**config.mk**
```make
export PLATFORM = sky130hd
export DESIGN_NAME = pkt_engine_top
export DESIGN_NICKNAME = d
export VERILOG_FILES = /design/src/hdl/pkt_fmt_pkg.sv /design/src/hdl/pkt_bus_pkg.sv /design/src/hdl/pkt_regs.sv /design/src/hdl/pkt_shared_mem.sv /design/src/hdl/pkt_builder.sv /design/src/hdl/pkt_parser.sv /design/src/hdl/pkt_engine_top.sv
export SDC_FILE = /design/constraint.sdc
export NUM_CORES = 1
export LEC_CHECK = 0
export BUFFER_PORTS_ARGS = -buffer_cell sky130_fd_sc_hd__buf_2
export CAP_MARGIN = 25
export CORE_MARGIN = 3
export CORE_UTILIZATION = 55
export CTS_BUF_LIST = sky130_fd_sc_hd__clkbuf_2
export CTS_CLUSTER_DIAMETER = 60
export CTS_CLUSTER_SIZE = 30
export DETAILED_ROUTE_END_ITERATION = 10
export PLACE_DENSITY_LB_ADDON = 0.1
export SLEW_MARGIN = 20
export SYNTH_ARGS = -nofsm -noshare
export SYNTH_HDL_FRONTEND = slang
export SYNTH_SLANG_ARGS = --single-unit
```
**constraint.sdc**
```tcl
create_clock -name clk -period 7.2 [get_ports clk]
set_input_delay 0.36 -clock clk [delete_from_list [all_inputs] [get_ports clk]]
set_output_delay 0.36 -clock clk [all_outputs]
set_load 0.05 [all_outputs]
```
**src/hdl/pkt_fmt_pkg.sv**
```systemverilog
package pkt_fmt_pkg;

	//////////////////////////////
	// Header byte layout
	//////////////////////////////

	// Type in the upper nibble, payload length in the lower nibble
	typedef struct packed {
		logic [3:0] pkt_type;
		logic [3:0] byte_cnt;
	} pkt_hdr_fields_t;

	// Same header byte, seen raw on the memory side or split into fields
	typedef union packed {
		logic [7:0]      raw;
		pkt_hdr_fields_t f;
	} pkt_hdr_t;

	// Longest payload that the 4-bit count can describe
	localparam int unsigned MAX_PAYLOAD = 15;

	//////////////////////////////
	// CRC-8
	//////////////////////////////

	// x^8 + x^2 + x + 1
	localparam logic [7:0] CRC8_POLY = 8'h07;
	localparam logic [7:0] CRC8_INIT = 8'h00;

	// Fold one byte into the running CRC, MSB first, no final XOR
	function automatic logic [7:0] crc8_step(input logic [7:0] crc_in, input logic [7:0] data);
		logic [7:0] crc;
		crc = crc_in ^ data;
		for (int i = 0; i < 8; i++) begin
			// Shift out the top bit and reduce when it was set
			if (crc[7]) begin
				crc = {crc[6:0], 1'b0} ^ CRC8_POLY;
			end else begin
				crc = {crc[6:0], 1'b0};
			end
		end
		return crc;
	endfunction

endpackage

```
**src/hdl/pkt_bus_pkg.sv**
```systemverilog
package pkt_bus_pkg;

	//////////////////////////////
	// APB slave port
	//////////////////////////////

	typedef struct packed {
		logic        psel;
		logic        penable;
		logic        pwrite;
		logic [11:0] paddr;
		logic [31:0] pwdata;
	} apb_req_t;

	typedef struct packed {
		logic        pready;
		logic [31:0] prdata;
		logic        pslverr;
	} apb_rsp_t;

	// Register map
	localparam logic [11:0] REG_CTRL      = 12'h000;
	localparam logic [11:0] REG_BUILD_CFG = 12'h004;
	localparam logic [11:0] REG_PARSE_CFG = 12'h008;
	localparam logic [11:0] REG_STATUS    = 12'h00C;
	// One memory byte per 32-bit word from here on
	localparam logic [11:0] MEM_WIN_BASE  = 12'h100;

	//////////////////////////////
	// Task configuration and result
	//////////////////////////////

	typedef struct packed {
		logic [5:0] addr_in;
		logic [5:0] addr_out;
		logic [3:0] byte_cnt;
		logic [3:0] pkt_type;
		logic       crc_en;
	} build_cfg_t;

	typedef struct packed {
		logic [5:0] addr_hdr;
		logic       crc_chk;
	} parse_cfg_t;

	typedef struct packed {
		logic [3:0] pkt_type;
		logic [3:0] byte_cnt;
		logic       crc_err;
	} parse_res_t;

	// Shared memory request, held until granted
	typedef struct packed {
		logic       req;
		logic       we;
		logic [5:0] addr;
		logic [7:0] wdata;
	} mem_req_t;

endpackage

```
**src/hdl/pkt_regs.sv**
```systemverilog
module pkt_regs import pkt_bus_pkg::*; #(
	parameter int MEM_DEPTH = 64
) (
	input  logic       clk,
	input  logic       rst_n_i,
	input  apb_req_t   apb_i,
	output apb_rsp_t   apb_o,
	output build_cfg_t build_cfg_o,
	output logic       build_start_o,
	input  logic       build_busy_i,
	input  logic       build_done_i,
	output parse_cfg_t parse_cfg_o,
	output logic       parse_start_o,
	input  logic       parse_busy_i,
	input  logic       parse_done_i,
	input  parse_res_t parse_res_i,
	output mem_req_t   mem_req_o,
	input  logic       mem_gnt_i,
	input  logic [7:0] mem_rdata_i,
	output logic       irq_o
);

	logic        access;
	logic        reg_wr;
	logic [11:0] win_off;
	logic [9:0]  win_idx;
	logic        win_hit;
	logic        reg_hit;
	logic        win_rd_wait;
	logic        build_done_q;
	logic        parse_done_q;
	parse_res_t  parse_res_q;

	//////////////////////////////
	// Address decode
	//////////////////////////////

	// Access phase of an APB transfer
	assign access = apb_i.psel && apb_i.penable;

	// Window word index, valid only above the base
	assign win_off = apb_i.paddr - MEM_WIN_BASE;
	assign win_idx = win_off[11:2];
	assign win_hit = (apb_i.paddr >= MEM_WIN_BASE) && (win_idx < 10'(MEM_DEPTH));

	assign reg_hit = (apb_i.paddr == REG_CTRL) || (apb_i.paddr == REG_BUILD_CFG) ||
		(apb_i.paddr == REG_PARSE_CFG) || (apb_i.paddr == REG_STATUS);

	// Register writes finish in their first access cycle
	assign reg_wr = access && apb_i.pwrite && reg_hit;

	//////////////////////////////
	// Memory window requester
	//////////////////////////////

	// Request stays up until grant, then drops while read data returns
	always_comb begin
		mem_req_o       = '0;
		mem_req_o.req   = access && win_hit && !win_rd_wait;
		mem_req_o.we    = apb_i.pwrite;
		mem_req_o.addr  = win_off[7:2];
		mem_req_o.wdata = apb_i.pwdata[7:0];
	end

	// Granted read, data shows up on the next cycle
	always_ff @(posedge clk) begin
		if (!rst_n_i) begin
			win_rd_wait <= 1'b0;
		end else begin
			win_rd_wait <= mem_req_o.req && mem_gnt_i && !apb_i.pwrite;
		end
	end

	//////////////////////////////
	// Configuration and status
	//////////////////////////////

	always_ff @(posedge clk) begin
		if (!rst_n_i) begin
			build_cfg_o   <= '0;
			parse_cfg_o   <= '0;
			build_start_o <= 1'b0;
			parse_start_o <= 1'b0;
			build_done_q  <= 1'b0;
			parse_done_q  <= 1'b0;
			parse_res_q   <= '0;
		end else begin
			// Start pulses last one cycle
			build_start_o <= reg_wr && (apb_i.paddr == REG_CTRL) && apb_i.pwdata[0];
			parse_start_o <= reg_wr && (apb_i.paddr == REG_CTRL) && apb_i.pwdata[1];
			if (reg_wr && (apb_i.paddr == REG_BUILD_CFG)) begin
				build_cfg_o.addr_in  <= apb_i.pwdata[5:0];
				build_cfg_o.addr_out <= apb_i.pwdata[13:8];
				build_cfg_o.byte_cnt <= apb_i.pwdata[19:16];
				build_cfg_o.pkt_type <= apb_i.pwdata[23:20];
				build_cfg_o.crc_en   <= apb_i.pwdata[24];
			end
			if (reg_wr && (apb_i.paddr == REG_PARSE_CFG)) begin
				parse_cfg_o.addr_hdr <= apb_i.pwdata[5:0];
				parse_cfg_o.crc_chk  <= apb_i.pwdata[8];
			end
			// Write one to clear, a new done in the same cycle wins
			if (reg_wr && (apb_i.paddr == REG_STATUS) && apb_i.pwdata[0]) begin
				build_done_q <= 1'b0;
			end
			if (reg_wr && (apb_i.paddr == REG_STATUS) && apb_i.pwdata[1]) begin
				parse_done_q <= 1'b0;
			end
			if (build_done_i) begin
				build_done_q <= 1'b1;
			end
			if (parse_done_i) begin
				parse_done_q <= 1'b1;
				parse_res_q  <= parse_res_i;
			end
		end
	end

	assign irq_o = build_done_q || parse_done_q;

	//////////////////////////////
	// APB response
	//////////////////////////////

	always_comb begin
		apb_o = '0;
		if (access && win_hit) begin
			// Window waits on the arbiter
			apb_o.pready = apb_i.pwrite ? mem_gnt_i : win_rd_wait;
			apb_o.prdata = {24'h0, mem_rdata_i};
		end else if (access) begin
			apb_o.pready  = 1'b1;
			apb_o.pslverr = !reg_hit;
			case (apb_i.paddr)
				REG_BUILD_CFG: apb_o.prdata = {7'h0, build_cfg_o.crc_en, build_cfg_o.pkt_type,
					build_cfg_o.byte_cnt, 2'b0, build_cfg_o.addr_out, 2'b0, build_cfg_o.addr_in};
				REG_PARSE_CFG: apb_o.prdata = {23'h0, parse_cfg_o.crc_chk, 2'b0,
					parse_cfg_o.addr_hdr};
				REG_STATUS: apb_o.prdata = {18'h0, parse_busy_i, build_busy_i,
					parse_res_q.byte_cnt, parse_res_q.pkt_type, 1'b0, parse_res_q.crc_err,
					parse_done_q, build_done_q};
				// Control is write-only
				default: apb_o.prdata = '0;
			endcase
		end
	end

endmodule

```
**src/hdl/pkt_shared_mem.sv**
```systemverilog
module pkt_shared_mem import pkt_bus_pkg::*; #(
	parameter int MEM_DEPTH = 64
) (
	input  logic       clk,
	input  logic       rst_n_i,
	input  mem_req_t   parse_req_i,
	input  mem_req_t   build_req_i,
	input  mem_req_t   win_req_i,
	output logic       parse_gnt_o,
	output logic       build_gnt_o,
	output logic       win_gnt_o,
	output logic [7:0] rdata_o
);

	localparam int AW = $clog2(MEM_DEPTH);

	logic [7:0] mem [MEM_DEPTH];
	mem_req_t   sel_req;

	//////////////////////////////
	// Fixed-priority arbiter
	//////////////////////////////

	// Parser first, then builder, then the APB window
	always_comb begin
		parse_gnt_o = 1'b0;
		build_gnt_o = 1'b0;
		win_gnt_o   = 1'b0;
		sel_req     = '0;
		if (parse_req_i.req) begin
			parse_gnt_o = 1'b1;
			sel_req     = parse_req_i;
		end else if (build_req_i.req) begin
			build_gnt_o = 1'b1;
			sel_req     = build_req_i;
		end else if (win_req_i.req) begin
			win_gnt_o = 1'b1;
			sel_req   = win_req_i;
		end
	end

	//////////////////////////////
	// Byte array
	//////////////////////////////

	// Granted write lands at this edge
	always_ff @(posedge clk) begin
		if (sel_req.req && sel_req.we) begin
			mem[sel_req.addr[AW-1:0]] <= sel_req.wdata;
		end
	end

	// Granted read returns on the next cycle and holds until the next read
	always_ff @(posedge clk) begin
		if (!rst_n_i) begin
			rdata_o <= '0;
		end else if (sel_req.req && !sel_req.we) begin
			rdata_o <= mem[sel_req.addr[AW-1:0]];
		end
	end

endmodule

```
**src/hdl/pkt_builder.sv**
```systemverilog
module pkt_builder import pkt_fmt_pkg::*, pkt_bus_pkg::*; (
	input  logic       clk,
	input  logic       rst_n_i,
	input  logic       start_i,
	input  build_cfg_t cfg_i,
	output mem_req_t   mem_req_o,
	input  logic       mem_gnt_i,
	input  logic [7:0] mem_rdata_i,
	output logic       busy_o,
	output logic       done_o
);

	localparam int IDX_W = $clog2(MAX_PAYLOAD + 1);

	typedef enum logic [2:0] {
		S_IDLE,
		S_HDR_WR,
		S_RD,
		S_RD_WAIT,
		S_WR,
		S_CRC_WR
	} state_t;

	state_t           state_q;
	build_cfg_t       cfg_q;
	logic [IDX_W-1:0] idx_q;
	logic [IDX_W-1:0] idx_nxt;
	logic [7:0]       data_q;
	logic [7:0]       crc_q;
	pkt_hdr_t         hdr;

	// Header assembled from the captured fields, written raw
	always_comb begin
		hdr.f.pkt_type = cfg_q.pkt_type;
		hdr.f.byte_cnt = cfg_q.byte_cnt;
	end

	assign idx_nxt = idx_q + 1'b1;

	//////////////////////////////
	// Control FSM
	//////////////////////////////

	always_ff @(posedge clk) begin
		if (!rst_n_i) begin
			state_q <= S_IDLE;
			busy_o  <= 1'b0;
			done_o  <= 1'b0;
		end else begin
			done_o <= 1'b0;
			case (state_q)
				S_IDLE: begin
					// Start only counts while idle
					if (start_i) begin
						state_q <= S_HDR_WR;
						busy_o  <= 1'b1;
					end
				end
				S_HDR_WR: begin
					if (mem_gnt_i && (cfg_q.byte_cnt != '0)) begin
						state_q <= S_RD;
					end else if (mem_gnt_i && cfg_q.crc_en) begin
						state_q <= S_CRC_WR;
					end else if (mem_gnt_i) begin
						state_q <= S_IDLE;
						busy_o  <= 1'b0;
						done_o  <= 1'b1;
					end
				end
				S_RD: begin
					if (mem_gnt_i) begin
						state_q <= S_RD_WAIT;
					end
				end
				S_RD_WAIT: state_q <= S_WR;
				S_WR: begin
					// Last payload byte written
					if (mem_gnt_i && (idx_nxt == cfg_q.byte_cnt) && cfg_q.crc_en) begin
						state_q <= S_CRC_WR;
					end else if (mem_gnt_i && (idx_nxt == cfg_q.byte_cnt)) begin
						state_q <= S_IDLE;
						busy_o  <= 1'b0;
						done_o  <= 1'b1;
					end else if (mem_gnt_i) begin
						state_q <= S_RD;
					end
				end
				S_CRC_WR: begin
					if (mem_gnt_i) begin
						state_q <= S_IDLE;
						busy_o  <= 1'b0;
						done_o  <= 1'b1;
					end
				end
				default: state_q <= S_IDLE;
			endcase
		end
	end

	//////////////////////////////
	// Datapath
	//////////////////////////////

	always_ff @(posedge clk) begin
		if ((state_q == S_IDLE) && start_i) begin
			cfg_q <= cfg_i;
			idx_q <= '0;
		end
		// CRC covers the header first
		if ((state_q == S_HDR_WR) && mem_gnt_i) begin
			crc_q <= crc8_step(CRC8_INIT, hdr.raw);
		end
		if (state_q == S_RD_WAIT) begin
			data_q <= mem_rdata_i;
			crc_q  <= crc8_step(crc_q, mem_rdata_i);
		end
		if ((state_q == S_WR) && mem_gnt_i) begin
			idx_q <= idx_nxt;
		end
	end

	// Memory request follows the state
	always_comb begin
		mem_req_o = '0;
		case (state_q)
			S_HDR_WR: begin
				mem_req_o.req   = 1'b1;
				mem_req_o.we    = 1'b1;
				mem_req_o.addr  = cfg_q.addr_out;
				mem_req_o.wdata = hdr.raw;
			end
			S_RD: begin
				mem_req_o.req  = 1'b1;
				mem_req_o.addr = cfg_q.addr_in + 6'(idx_q);
			end
			S_WR: begin
				mem_req_o.req   = 1'b1;
				mem_req_o.we    = 1'b1;
				mem_req_o.addr  = cfg_q.addr_out + 6'd1 + 6'(idx_q);
				mem_req_o.wdata = data_q;
			end
			S_CRC_WR: begin
				mem_req_o.req   = 1'b1;
				mem_req_o.we    = 1'b1;
				mem_req_o.addr  = cfg_q.addr_out + 6'd1 + 6'(cfg_q.byte_cnt);
				mem_req_o.wdata = crc_q;
			end
			default: mem_req_o = '0;
		endcase
	end

endmodule

```
**src/hdl/pkt_parser.sv**
```systemverilog
module pkt_parser import pkt_fmt_pkg::*, pkt_bus_pkg::*; (
	input  logic       clk,
	input  logic       rst_n_i,
	input  logic       start_i,
	input  parse_cfg_t cfg_i,
	output mem_req_t   mem_req_o,
	input  logic       mem_gnt_i,
	input  logic [7:0] mem_rdata_i,
	output logic       busy_o,
	output logic       done_o,
	output parse_res_t res_o
);

	localparam int IDX_W = $clog2(MAX_PAYLOAD + 1);

	typedef enum logic [2:0] {
		S_IDLE,
		S_HDR_RD,
		S_HDR_WAIT,
		S_PL_RD,
		S_PL_WAIT,
		S_CRC_RD,
		S_CRC_WAIT
	} state_t;

	state_t           state_q;
	parse_cfg_t       cfg_q;
	logic [IDX_W-1:0] idx_q;
	logic [IDX_W-1:0] idx_nxt;
	logic [7:0]       crc_q;
	pkt_hdr_t         hdr_rd;

	// Header byte straight off the memory, decoded into fields
	assign hdr_rd.raw = mem_rdata_i;
	assign idx_nxt    = idx_q + 1'b1;

	//////////////////////////////
	// Control FSM
	//////////////////////////////

	always_ff @(posedge clk) begin
		if (!rst_n_i) begin
			state_q <= S_IDLE;
			busy_o  <= 1'b0;
			done_o  <= 1'b0;
		end else begin
			done_o <= 1'b0;
			case (state_q)
				S_IDLE: begin
					if (start_i) begin
						state_q <= S_HDR_RD;
						busy_o  <= 1'b1;
					end
				end
				S_HDR_RD: begin
					if (mem_gnt_i) begin
						state_q <= S_HDR_WAIT;
					end
				end
				S_HDR_WAIT: begin
					// Empty payload goes straight to the CRC or ends
					if (hdr_rd.f.byte_cnt != '0) begin
						state_q <= S_PL_RD;
					end else if (cfg_q.crc_chk) begin
						state_q <= S_CRC_RD;
					end else begin
						state_q <= S_IDLE;
						busy_o  <= 1'b0;
						done_o  <= 1'b1;
					end
				end
				S_PL_RD: begin
					if (mem_gnt_i) begin
						state_q <= S_PL_WAIT;
					end
				end
				S_PL_WAIT: begin
					if (idx_nxt != res_o.byte_cnt) begin
						state_q <= S_PL_RD;
					end else if (cfg_q.crc_chk) begin
						state_q <= S_CRC_RD;
					end else begin
						state_q <= S_IDLE;
						busy_o  <= 1'b0;
						done_o  <= 1'b1;
					end
				end
				S_CRC_RD: begin
					if (mem_gnt_i) begin
						state_q <= S_CRC_WAIT;
					end
				end
				S_CRC_WAIT: begin
					state_q <= S_IDLE;
					busy_o  <= 1'b0;
					done_o  <= 1'b1;
				end
				default: state_q <= S_IDLE;
			endcase
		end
	end

	//////////////////////////////
	// Datapath
	//////////////////////////////

	always_ff @(posedge clk) begin
		if ((state_q == S_IDLE) && start_i) begin
			cfg_q         <= cfg_i;
			idx_q         <= '0;
			// Stays clear unless the stored CRC is checked
			res_o.crc_err <= 1'b0;
		end
		if (state_q == S_HDR_WAIT) begin
			res_o.pkt_type <= hdr_rd.f.pkt_type;
			res_o.byte_cnt <= hdr_rd.f.byte_cnt;
			crc_q          <= crc8_step(CRC8_INIT, hdr_rd.raw);
		end
		if (state_q == S_PL_WAIT) begin
			crc_q <= crc8_step(crc_q, mem_rdata_i);
			idx_q <= idx_nxt;
		end
		if (state_q == S_CRC_WAIT) begin
			res_o.crc_err <= (mem_rdata_i != crc_q);
		end
	end

	// Reads only, payload starts right after the header
	always_comb begin
		mem_req_o = '0;
		case (state_q)
			S_HDR_RD: begin
				mem_req_o.req  = 1'b1;
				mem_req_o.addr = cfg_q.addr_hdr;
			end
			S_PL_RD: begin
				mem_req_o.req  = 1'b1;
				mem_req_o.addr = cfg_q.addr_hdr + 6'd1 + 6'(idx_q);
			end
			S_CRC_RD: begin
				mem_req_o.req  = 1'b1;
				mem_req_o.addr = cfg_q.addr_hdr + 6'd1 + 6'(res_o.byte_cnt);
			end
			default: mem_req_o = '0;
		endcase
	end

endmodule

```
**src/hdl/pkt_engine_top.sv**
```systemverilog
module pkt_engine_top import pkt_bus_pkg::*; #(
	parameter int MEM_DEPTH = 64
) (
	input  logic     clk,
	input  logic     rst_n_i,
	input  apb_req_t apb_i,
	output apb_rsp_t apb_o,
	output logic     irq_o
);

	build_cfg_t build_cfg;
	parse_cfg_t parse_cfg;
	parse_res_t parse_res;
	logic       build_start;
	logic       build_busy;
	logic       build_done;
	logic       parse_start;
	logic       parse_busy;
	logic       parse_done;

	// Shared memory side, one request and grant per requester
	mem_req_t   win_req;
	mem_req_t   build_req;
	mem_req_t   parse_req;
	logic       win_gnt;
	logic       build_gnt;
	logic       parse_gnt;
	logic [7:0] mem_rdata;

	pkt_regs #(
		.MEM_DEPTH(MEM_DEPTH)
	) pkt_regs_i (
		.clk(clk),
		.rst_n_i(rst_n_i),
		.apb_i(apb_i),
		.apb_o(apb_o),
		.build_cfg_o(build_cfg),
		.build_start_o(build_start),
		.build_busy_i(build_busy),
		.build_done_i(build_done),
		.parse_cfg_o(parse_cfg),
		.parse_start_o(parse_start),
		.parse_busy_i(parse_busy),
		.parse_done_i(parse_done),
		.parse_res_i(parse_res),
		.mem_req_o(win_req),
		.mem_gnt_i(win_gnt),
		.mem_rdata_i(mem_rdata),
		.irq_o(irq_o)
	);

	pkt_builder pkt_builder_i (
		.clk(clk),
		.rst_n_i(rst_n_i),
		.start_i(build_start),
		.cfg_i(build_cfg),
		.mem_req_o(build_req),
		.mem_gnt_i(build_gnt),
		.mem_rdata_i(mem_rdata),
		.busy_o(build_busy),
		.done_o(build_done)
	);

	pkt_parser pkt_parser_i (
		.clk(clk),
		.rst_n_i(rst_n_i),
		.start_i(parse_start),
		.cfg_i(parse_cfg),
		.mem_req_o(parse_req),
		.mem_gnt_i(parse_gnt),
		.mem_rdata_i(mem_rdata),
		.busy_o(parse_busy),
		.done_o(parse_done),
		.res_o(parse_res)
	);

	pkt_shared_mem #(
		.MEM_DEPTH(MEM_DEPTH)
	) pkt_shared_mem_i (
		.clk(clk),
		.rst_n_i(rst_n_i),
		.parse_req_i(parse_req),
		.build_req_i(build_req),
		.win_req_i(win_req),
		.parse_gnt_o(parse_gnt),
		.build_gnt_o(build_gnt),
		.win_gnt_o(win_gnt),
		.rdata_o(mem_rdata)
	);

endmodule

```
# Yosys cells after proc, flatten, opt, wreduce, memory -nomap -nowiden
# Memory sizes are Yosys's and may differ from the RTL's. A register that Yosys moved wholly into a read port is not among the register bits.
# Index checks and enable logic that the tools add are counted.
[totals]
register_bits = 121
latch_bits = 0
mem_bits_rw = 512
rom_bits = 0
input_bits = 49
output_inout_bits = 35
mem_count = 1
[op_classes]
n_addsub = 10
multipliers = 0
div_mod_pow = 0
magnitude_cmp = 2
n_eq_ne = 30
shifts = 0
mux = 135
n_bitwise = 34
n_reduce_logical = 56
[mem_list]
columns = ["memory", "words", "width", "read_ports", "rd_ports_with_merged_regs", "wr", "line", "rtl"]
rows = [
  ["pkt_shared_mem_i.mem", 64, 8, 1, 1, 1, "pkt_shared_mem.sv:17", "logic [7:0] mem [MEM_DEPTH];"],
]
[ops]
columns = ["operator", "count"]
rows = [
  ["8-bit two-way mux", 32],
  ["3-bit two-way mux", 47],
  ["3-bit inverter", 32],
  ["25-bit one-hot mux with 3 select lines", 1],
  ["16-bit two-way mux", 3],
  ["1-bit two-way mux", 37],
  ["3-bit one-hot mux with 6 select lines", 2],
  ["34-bit two-way mux", 1],
  ["33-bit two-way mux", 1],
  ["6-bit by 4-bit adder with 6-bit output", 5],
  ["1-bit logical AND", 26],
  ["12-bit by 4-bit == test with 1-bit output, second input constant", 2],
  ["6-bit one-hot mux with 4 select lines", 1],
  ["8-bit one-hot mux with 3 select lines", 1],
  ["2-bit != test, second input constant", 10],
  ["6-bit one-hot mux with 3 select lines", 1],
  ["4-bit two-way mux", 4],
  ["4-bit nonzero test", 4],
  ["8-bit XOR", 2],
  ["3-bit == test, second input constant", 5],
  ["2-bit nonzero test", 7],
  ["6-bit by 1-bit adder with 6-bit output, second input constant", 2],
  ["12-bit by 3-bit == test with 1-bit output, second input constant", 1],
  ["3-bit by 2-bit == test with 1-bit output, second input constant", 4],
  ["21 further kinds", 36],
]

# Logic depth before layout (Yosys ltp)
[depth]
word_depth = 29
mapped_depth = 19
depth_no_buf = 15

# By module
# A second synthesis with hierarchy kept.
[hier_totals]
hier_cells = 2043
area_unflattened_um2 = 28464.8
[by_module_without_submodules]
columns = ["mod", "n_inst", "cells_per_inst", "area_per_inst_um2", "seq_area_each_um2"]
rows = [
  ["pkt_shared_mem", 1, 1274, 20873.8, 15534.9],
  ["pkt_builder", 1, 271, 2892.8, 1331.3],
  ["pkt_regs", 1, 274, 2422.3, 840.8],
  ["pkt_parser", 1, 224, 2275.9, 940.9],
]

# Worst setup path before layout
# No wires, ideal clock.
[synth_timing]
path_kind = "register to register"
from = "reg pkt_parser_i.state_q[0]"
to = "mem pkt_shared_mem_i.mem[10][0] (enable)"
setup_ns = 0.370
arrival_time_ns = 3.991
t_required_ns = 6.830
setup_slack_ns = 2.838
stages_incl_launch_ff = 17
n_path_buf = 5
synth_period_minus_slack_ns = 4.362
cell_sequence = "dfxtp_1 > clkbuf_1 > inv_1 > or2_2 > clkbuf_1 > mux2_2 > ha_1 > fa_1 > xor2_1 > mux2i_1 > a32o_2 > and2_1 > buf_6 > buf_2 > buf_1 > nand2_1 > nor2_1"
[synth_via]
elab_chain_cells = 7
[synth_lines]
columns = ["element", "line", "rtl"]
rows = [
  ["start: declaration", "pkt_parser.sv:26", "state_t state_q;"],
  ["start signal: assignment", "pkt_parser.sv:43", "state_q <= S_IDLE;"],
  ["start signal: assignment", "pkt_parser.sv:51", "state_q <= S_HDR_RD;"],
  ["start signal: assignment", "pkt_parser.sv:57", "state_q <= S_HDR_WAIT;"],
  ["3-bit by 1-bit == test with 1-bit output (tied with other cells)", "pkt_parser.sv:131", "case (state_q)"],
  ["3-bit OR reduction (no source line)", "--", ""],
  ["1-bit two-way mux", "pkt_parser.sv:131", ""],
  ["16-bit two-way mux (*)", "pkt_shared_mem.sv:30", "if (parse_req_i.req) begin"],
  ["1-bit logical AND", "pkt_shared_mem.sv:48", "if (sel_req.req && sel_req.we) begin"],
  ["1-bit two-way mux", "pkt_shared_mem.sv:48", ""],
  ["1-bit two-way mux (not written as such)", "pkt_shared_mem.sv:49", "mem[sel_req.addr[AW-1:0]] <= sel_req.wdata;"],
  ["end: declaration", "pkt_shared_mem.sv:17", ""],
]
# Every way passes the cells marked *; elsewhere a longest branch is shown, timed or not.

# Worst setup path after layout
[layout_timing]
from = "reg pkt_builder_i.state_q[1]"
to = "mem pkt_shared_mem_i.mem[50][7] (enable)"
[layout_via]
elab_chain_cells = 8
[layout_lines]
columns = ["element", "line", "rtl"]
rows = [
  ["start: declaration", "pkt_builder.sv:24", "state_t state_q;"],
  ["start signal: assignment", "pkt_builder.sv:46", "state_q <= S_IDLE;"],
  ["start signal: assignment", "pkt_builder.sv:55", "state_q <= S_HDR_WR;"],
  ["start signal: assignment", "pkt_builder.sv:61", "state_q <= S_RD;"],
  ["3-bit by 2-bit == test with 1-bit output (tied with other cells)", "pkt_builder.sv:125", "case (state_q)"],
  ["4-bit OR reduction (no source line) / 3-bit OR reduction (equally long branches)", "--", ""],
  ["1-bit two-way mux", "pkt_builder.sv:125", ""],
  ["16-bit two-way mux (*)", "pkt_shared_mem.sv:33", "end else if (build_req_i.req) begin"],
  ["16-bit two-way mux (*)", "pkt_shared_mem.sv:30", ""],
  ["1-bit logical AND", "pkt_shared_mem.sv:48", ""],
  ["1-bit two-way mux", "pkt_shared_mem.sv:48", ""],
  ["1-bit two-way mux (not written as such)", "pkt_shared_mem.sv:49", ""],
]
# Marks and branches as above.

==> metrics.cfg <==
[setup_path]
worst-endpoint-required_ns = 8.06
critPathBufInv = 0
path_class = reg -> reg
cell_chain_of_the_critical_path = and2b_4, nand2_1, mux2_2, ha_1, a211oi_1, o21bai_1, nor3b_1, o32ai_1, or2_1, nand4_1, nor2_1
end_kind = flip-flop
crit_fanout = 23
cpMaxStageDelayCell = sky130_fd_sc_hd__dfxtp_1
timing.critical_path.from_type = flip-flop
worst_path_largest_cell_delay_ns = 0.95
worstPathArrival_ns = 6.85
path_delay_family = simple AND/OR/NAND/NOR gates

[global_route]
grt_pass1_wl_um = 110000
grt.total_usage_pct = 27.5
global_route.overflow_total = 0
vias_in_the_first_global_route = 17700
grt_max_degree = 65
grt_antenna_before_repair = 1

[route]
detail_route.drc_violations = 0
drt_iter0_markers = 1953
ant_nets = 0
drt_wl_total_um = 73400
vias = 18100
drt_pre_antenna_iters = 6
route.detailed.vias_per_inst = 6.16
route.detailed.wl_per_inst_um = 25.0

[timing]
finalClockSkew_ns = 0.115
grt_setup_unrepaired = no
hold_viol = 0
finalWorstSetupSlack_ns = 1.21
fmax_mhz = 167
fin_tns_setup_ns = 0
pin_slew_with_the_least_headroom_to_its_limit_ns = 0.950
finalSetupViolCount = 0
maxSlewHeadroom_pct = 36.5
final.hold.worst_slack_ns = 0.124
final_max_slew_viol_count = 0
finalCritPeriodShare_pct = 83.3
timing.final.crit_period_ns = 5.99

[pwr]
peakVddDrop_mv = 0.162
total_power_mw = 5.87
power.leakage_nw = 11.2
power.density_nw_per_um2 = 194

[cells_and_area]
highest_count_cells_in_the_layout_ignoring_fill_and_taps = sky130_fd_sc_hd__edfxtp_1, sky130_fd_sc_hd__nand2_1, sky130_fd_sc_hd__nor2_1
post-route-util_pct = 61.2
fraction_of_final_layout_cells_with_drive_strength_greater_than_1_pct = 12.0
num-nets-final = 2311
final_common_cell = sky130_fd_sc_hd__edfxtp_1
syn_to_final_growth_pct = 8.96
postLayoutCellArea_um2 = 30300
fill_cells = 3968
fin_cells = 2938

[floorplanning]
io_pins = 84
die_width_um = 231
floorplan.core_area_um2 = 49500
die_y_um = 231
die_area_um2 = 53300
rows = 81
start_util_pct = 56.2

[clock_network]
clk_pin_slew_ns = 0.40
htreeDepth = 2
ctsLongestPathBuffers = 3
cts.repair.resized = 0
worstSkewPairLatency_ns = 1.20
numCtsBuffers = 43
cts_sinks = 641
tritoncts = built
clockRootBuffer = sky130_fd_sc_hd__clkbuf_2

[yosys]
synth_ff_type = sky130_fd_sc_hd__edfxtp_1
synth_sequential_area_ratio_pct = 67.1
number_of_synthesized_flops_with_an_enable_pin = 581
post_synth.cell_area_avg_um2 = 13.0
yosys_register_bits = 641
syn-instance-count = 2133
yosys.area.top_type_share_pct = 62.8
netlist-cell-type-count = 90
cell_taking_the_most_area_after_synthesis = sky130_fd_sc_hd__edfxtp_1
synth-async-reset-ratio_pct = 0
syn-cell-area_um2 = 27800
ys.warnings.count = 0
ys_top_cells_by_area = sky130_fd_sc_hd__edfxtp_1, sky130_fd_sc_hd__nand2_1, sky130_fd_sc_hd__dfxtp_1

[flow_run]
drv.max_cap_violation_count = 0

[placed_design]
routabilityCongestion = 0.892
buffers_added_on_ports = 65
placement.cell_area_um2 = 29000
place_hpwl_um = 46700
worst_setup_slack_before_clock_tree_synthesis_ns = 1.35
place.detailed.instances = 2802

[status]
result_of_the_run = completed

[hold_path]
tightest_hold_check_type = in -> reg

## timing repair
action / 4_1_cts / 5_1_grt
hold endpoints to repair: 392 / 0
hold buffers: 55 / 0
setup buffers: 0 / 0
## cell usage after synthesis (12+ instances only)
library cell and number:
sky130_fd_sc_hd__nand3_1 78, sky130_fd_sc_hd__a32o_1 29, sky130_fd_sc_hd__o21ai_0 47, sky130_fd_sc_hd__edfxtp_1 581, sky130_fd_sc_hd__buf_2 43, sky130_fd_sc_hd__nand4_1 14, sky130_fd_sc_hd__a221oi_1 16, sky130_fd_sc_hd__nor3_1 23
sky130_fd_sc_hd__a211oi_1 14, sky130_fd_sc_hd__buf_4 22, sky130_fd_sc_hd__mux2i_1 110, sky130_fd_sc_hd__a21oi_1 76, sky130_fd_sc_hd__and3_1 15, sky130_fd_sc_hd__ha_1 21, sky130_fd_sc_hd__dfxtp_1 60, sky130_fd_sc_hd__o22ai_1 12
sky130_fd_sc_hd__a32oi_1 26, sky130_fd_sc_hd__and2_1 22, sky130_fd_sc_hd__buf_1 12, sky130_fd_sc_hd__inv_1 17, sky130_fd_sc_hd__nor2_1 152, sky130_fd_sc_hd__xnor2_1 60, sky130_fd_sc_hd__xor2_1 34, sky130_fd_sc_hd__clkbuf_1 51
sky130_fd_sc_hd__a22oi_1 17, sky130_fd_sc_hd__mux2_2 21, sky130_fd_sc_hd__nand2_1 386
## cell families (layout without fill, tap and decap cells)
kind of cell             after synthesis  count (layout)  share of synthesized area (%)
AND/OR/NAND/NOR                      755             755                           12.0
XOR/XNOR                              94              94                           2.96
multiplexers                         137             137                           5.30
buffers and inverters                154             285                           2.79
other                                  1              11                         0.0135
adder cells (fa/ha/maj)               24              24                           1.16
AO/OA/AOI/OAI                        327             327                           8.62
flip-flops                           641             641                           67.1
## final timing paths
path                                           startpoint                           to  slack [ns]  depth (start not counted)
worst min-delay path                             apb_i[1]      pkt_regs_i.parse_done_q        0.12                          5
worst min register to register  pkt_regs_i.build_cfg_o[3]    pkt_regs_i.build_cfg_o[3]        0.48                          2
worst max-delay path             pkt_builder_i.state_q[1]  pkt_shared_mem_i.mem[50][7]        1.21                         11
worst max register to register   pkt_builder_i.state_q[1]  pkt_shared_mem_i.mem[50][7]        1.21                         11
## tightest hold or removal path, cell delays in order
cell and delay, ns:
sky130_fd_sc_hd__dlygate4sd3_1 0.53, sky130_fd_sc_hd__buf_2 0.15, sky130_fd_sc_hd__nand2_1 0.07, sky130_fd_sc_hd__a21oi_1 0.07, sky130_fd_sc_hd__nor2_1 0.07
## area by class of cell
| cell class | instances | area, µm² | share of cell area (%) |
|---|---|---|---|
| Sequential cell | 641 | 18600 | 61.6 |
| Multi-Input combinational cell | 1346 | 8550 | 28.2 |
| Timing Repair Buffer | 188 | 1430 | 4.72 |
| Tap cell | 664 | 831 | 2.74 |
| Clock inverter | 34 | 526 | 1.74 |
| Clock buffer | 45 | 225 | 0.744 |
| Inverter | 18 | 67.6 | 0.223 |
| Antenna cell | 2 | 5.00 | 0.0165 |
## sequential cells by signal, summed over array words and instances (netlist names), 3 cells and up
signal	cells
pkt_parser_i.state_q	3
pkt_regs_i.parse_cfg_o	7
pkt_shared_mem_i.rdata_o	8
pkt_parser_i.idx_q	4
pkt_parser_i.crc_q	8
pkt_shared_mem_i.mem	512
pkt_builder_i.state_q	3
pkt_builder_i.cfg_q	21
pkt_builder_i.crc_q	8
pkt_builder_i.idx_q	4
pkt_parser_i.res_o	9
pkt_regs_i.parse_res_q	9
pkt_parser_i.cfg_q	7
pkt_builder_i.data_q	8
pkt_regs_i.build_cfg_o	21
## where the power goes
group          total [mW]  leakage, nW  switching, mW  internal, mW
combinational       0.112         4.17         0.0690        0.0429
clock                1.75        0.409           1.35         0.399
sequential           4.01         6.66        0.00141          4.01
## layer usage
layer / up-vias / wire [µm] / global-route usage, %
li1: 8131 / - / -
met1: 9034 / 29800 / 37.0
met2: 768 / 35200 / 45.2
met3: 154 / 5270 / 4.45
met4: 0 / 3150 / 11.1
met5: - / 0 / 0
Power figures use the tool's default switching activity.
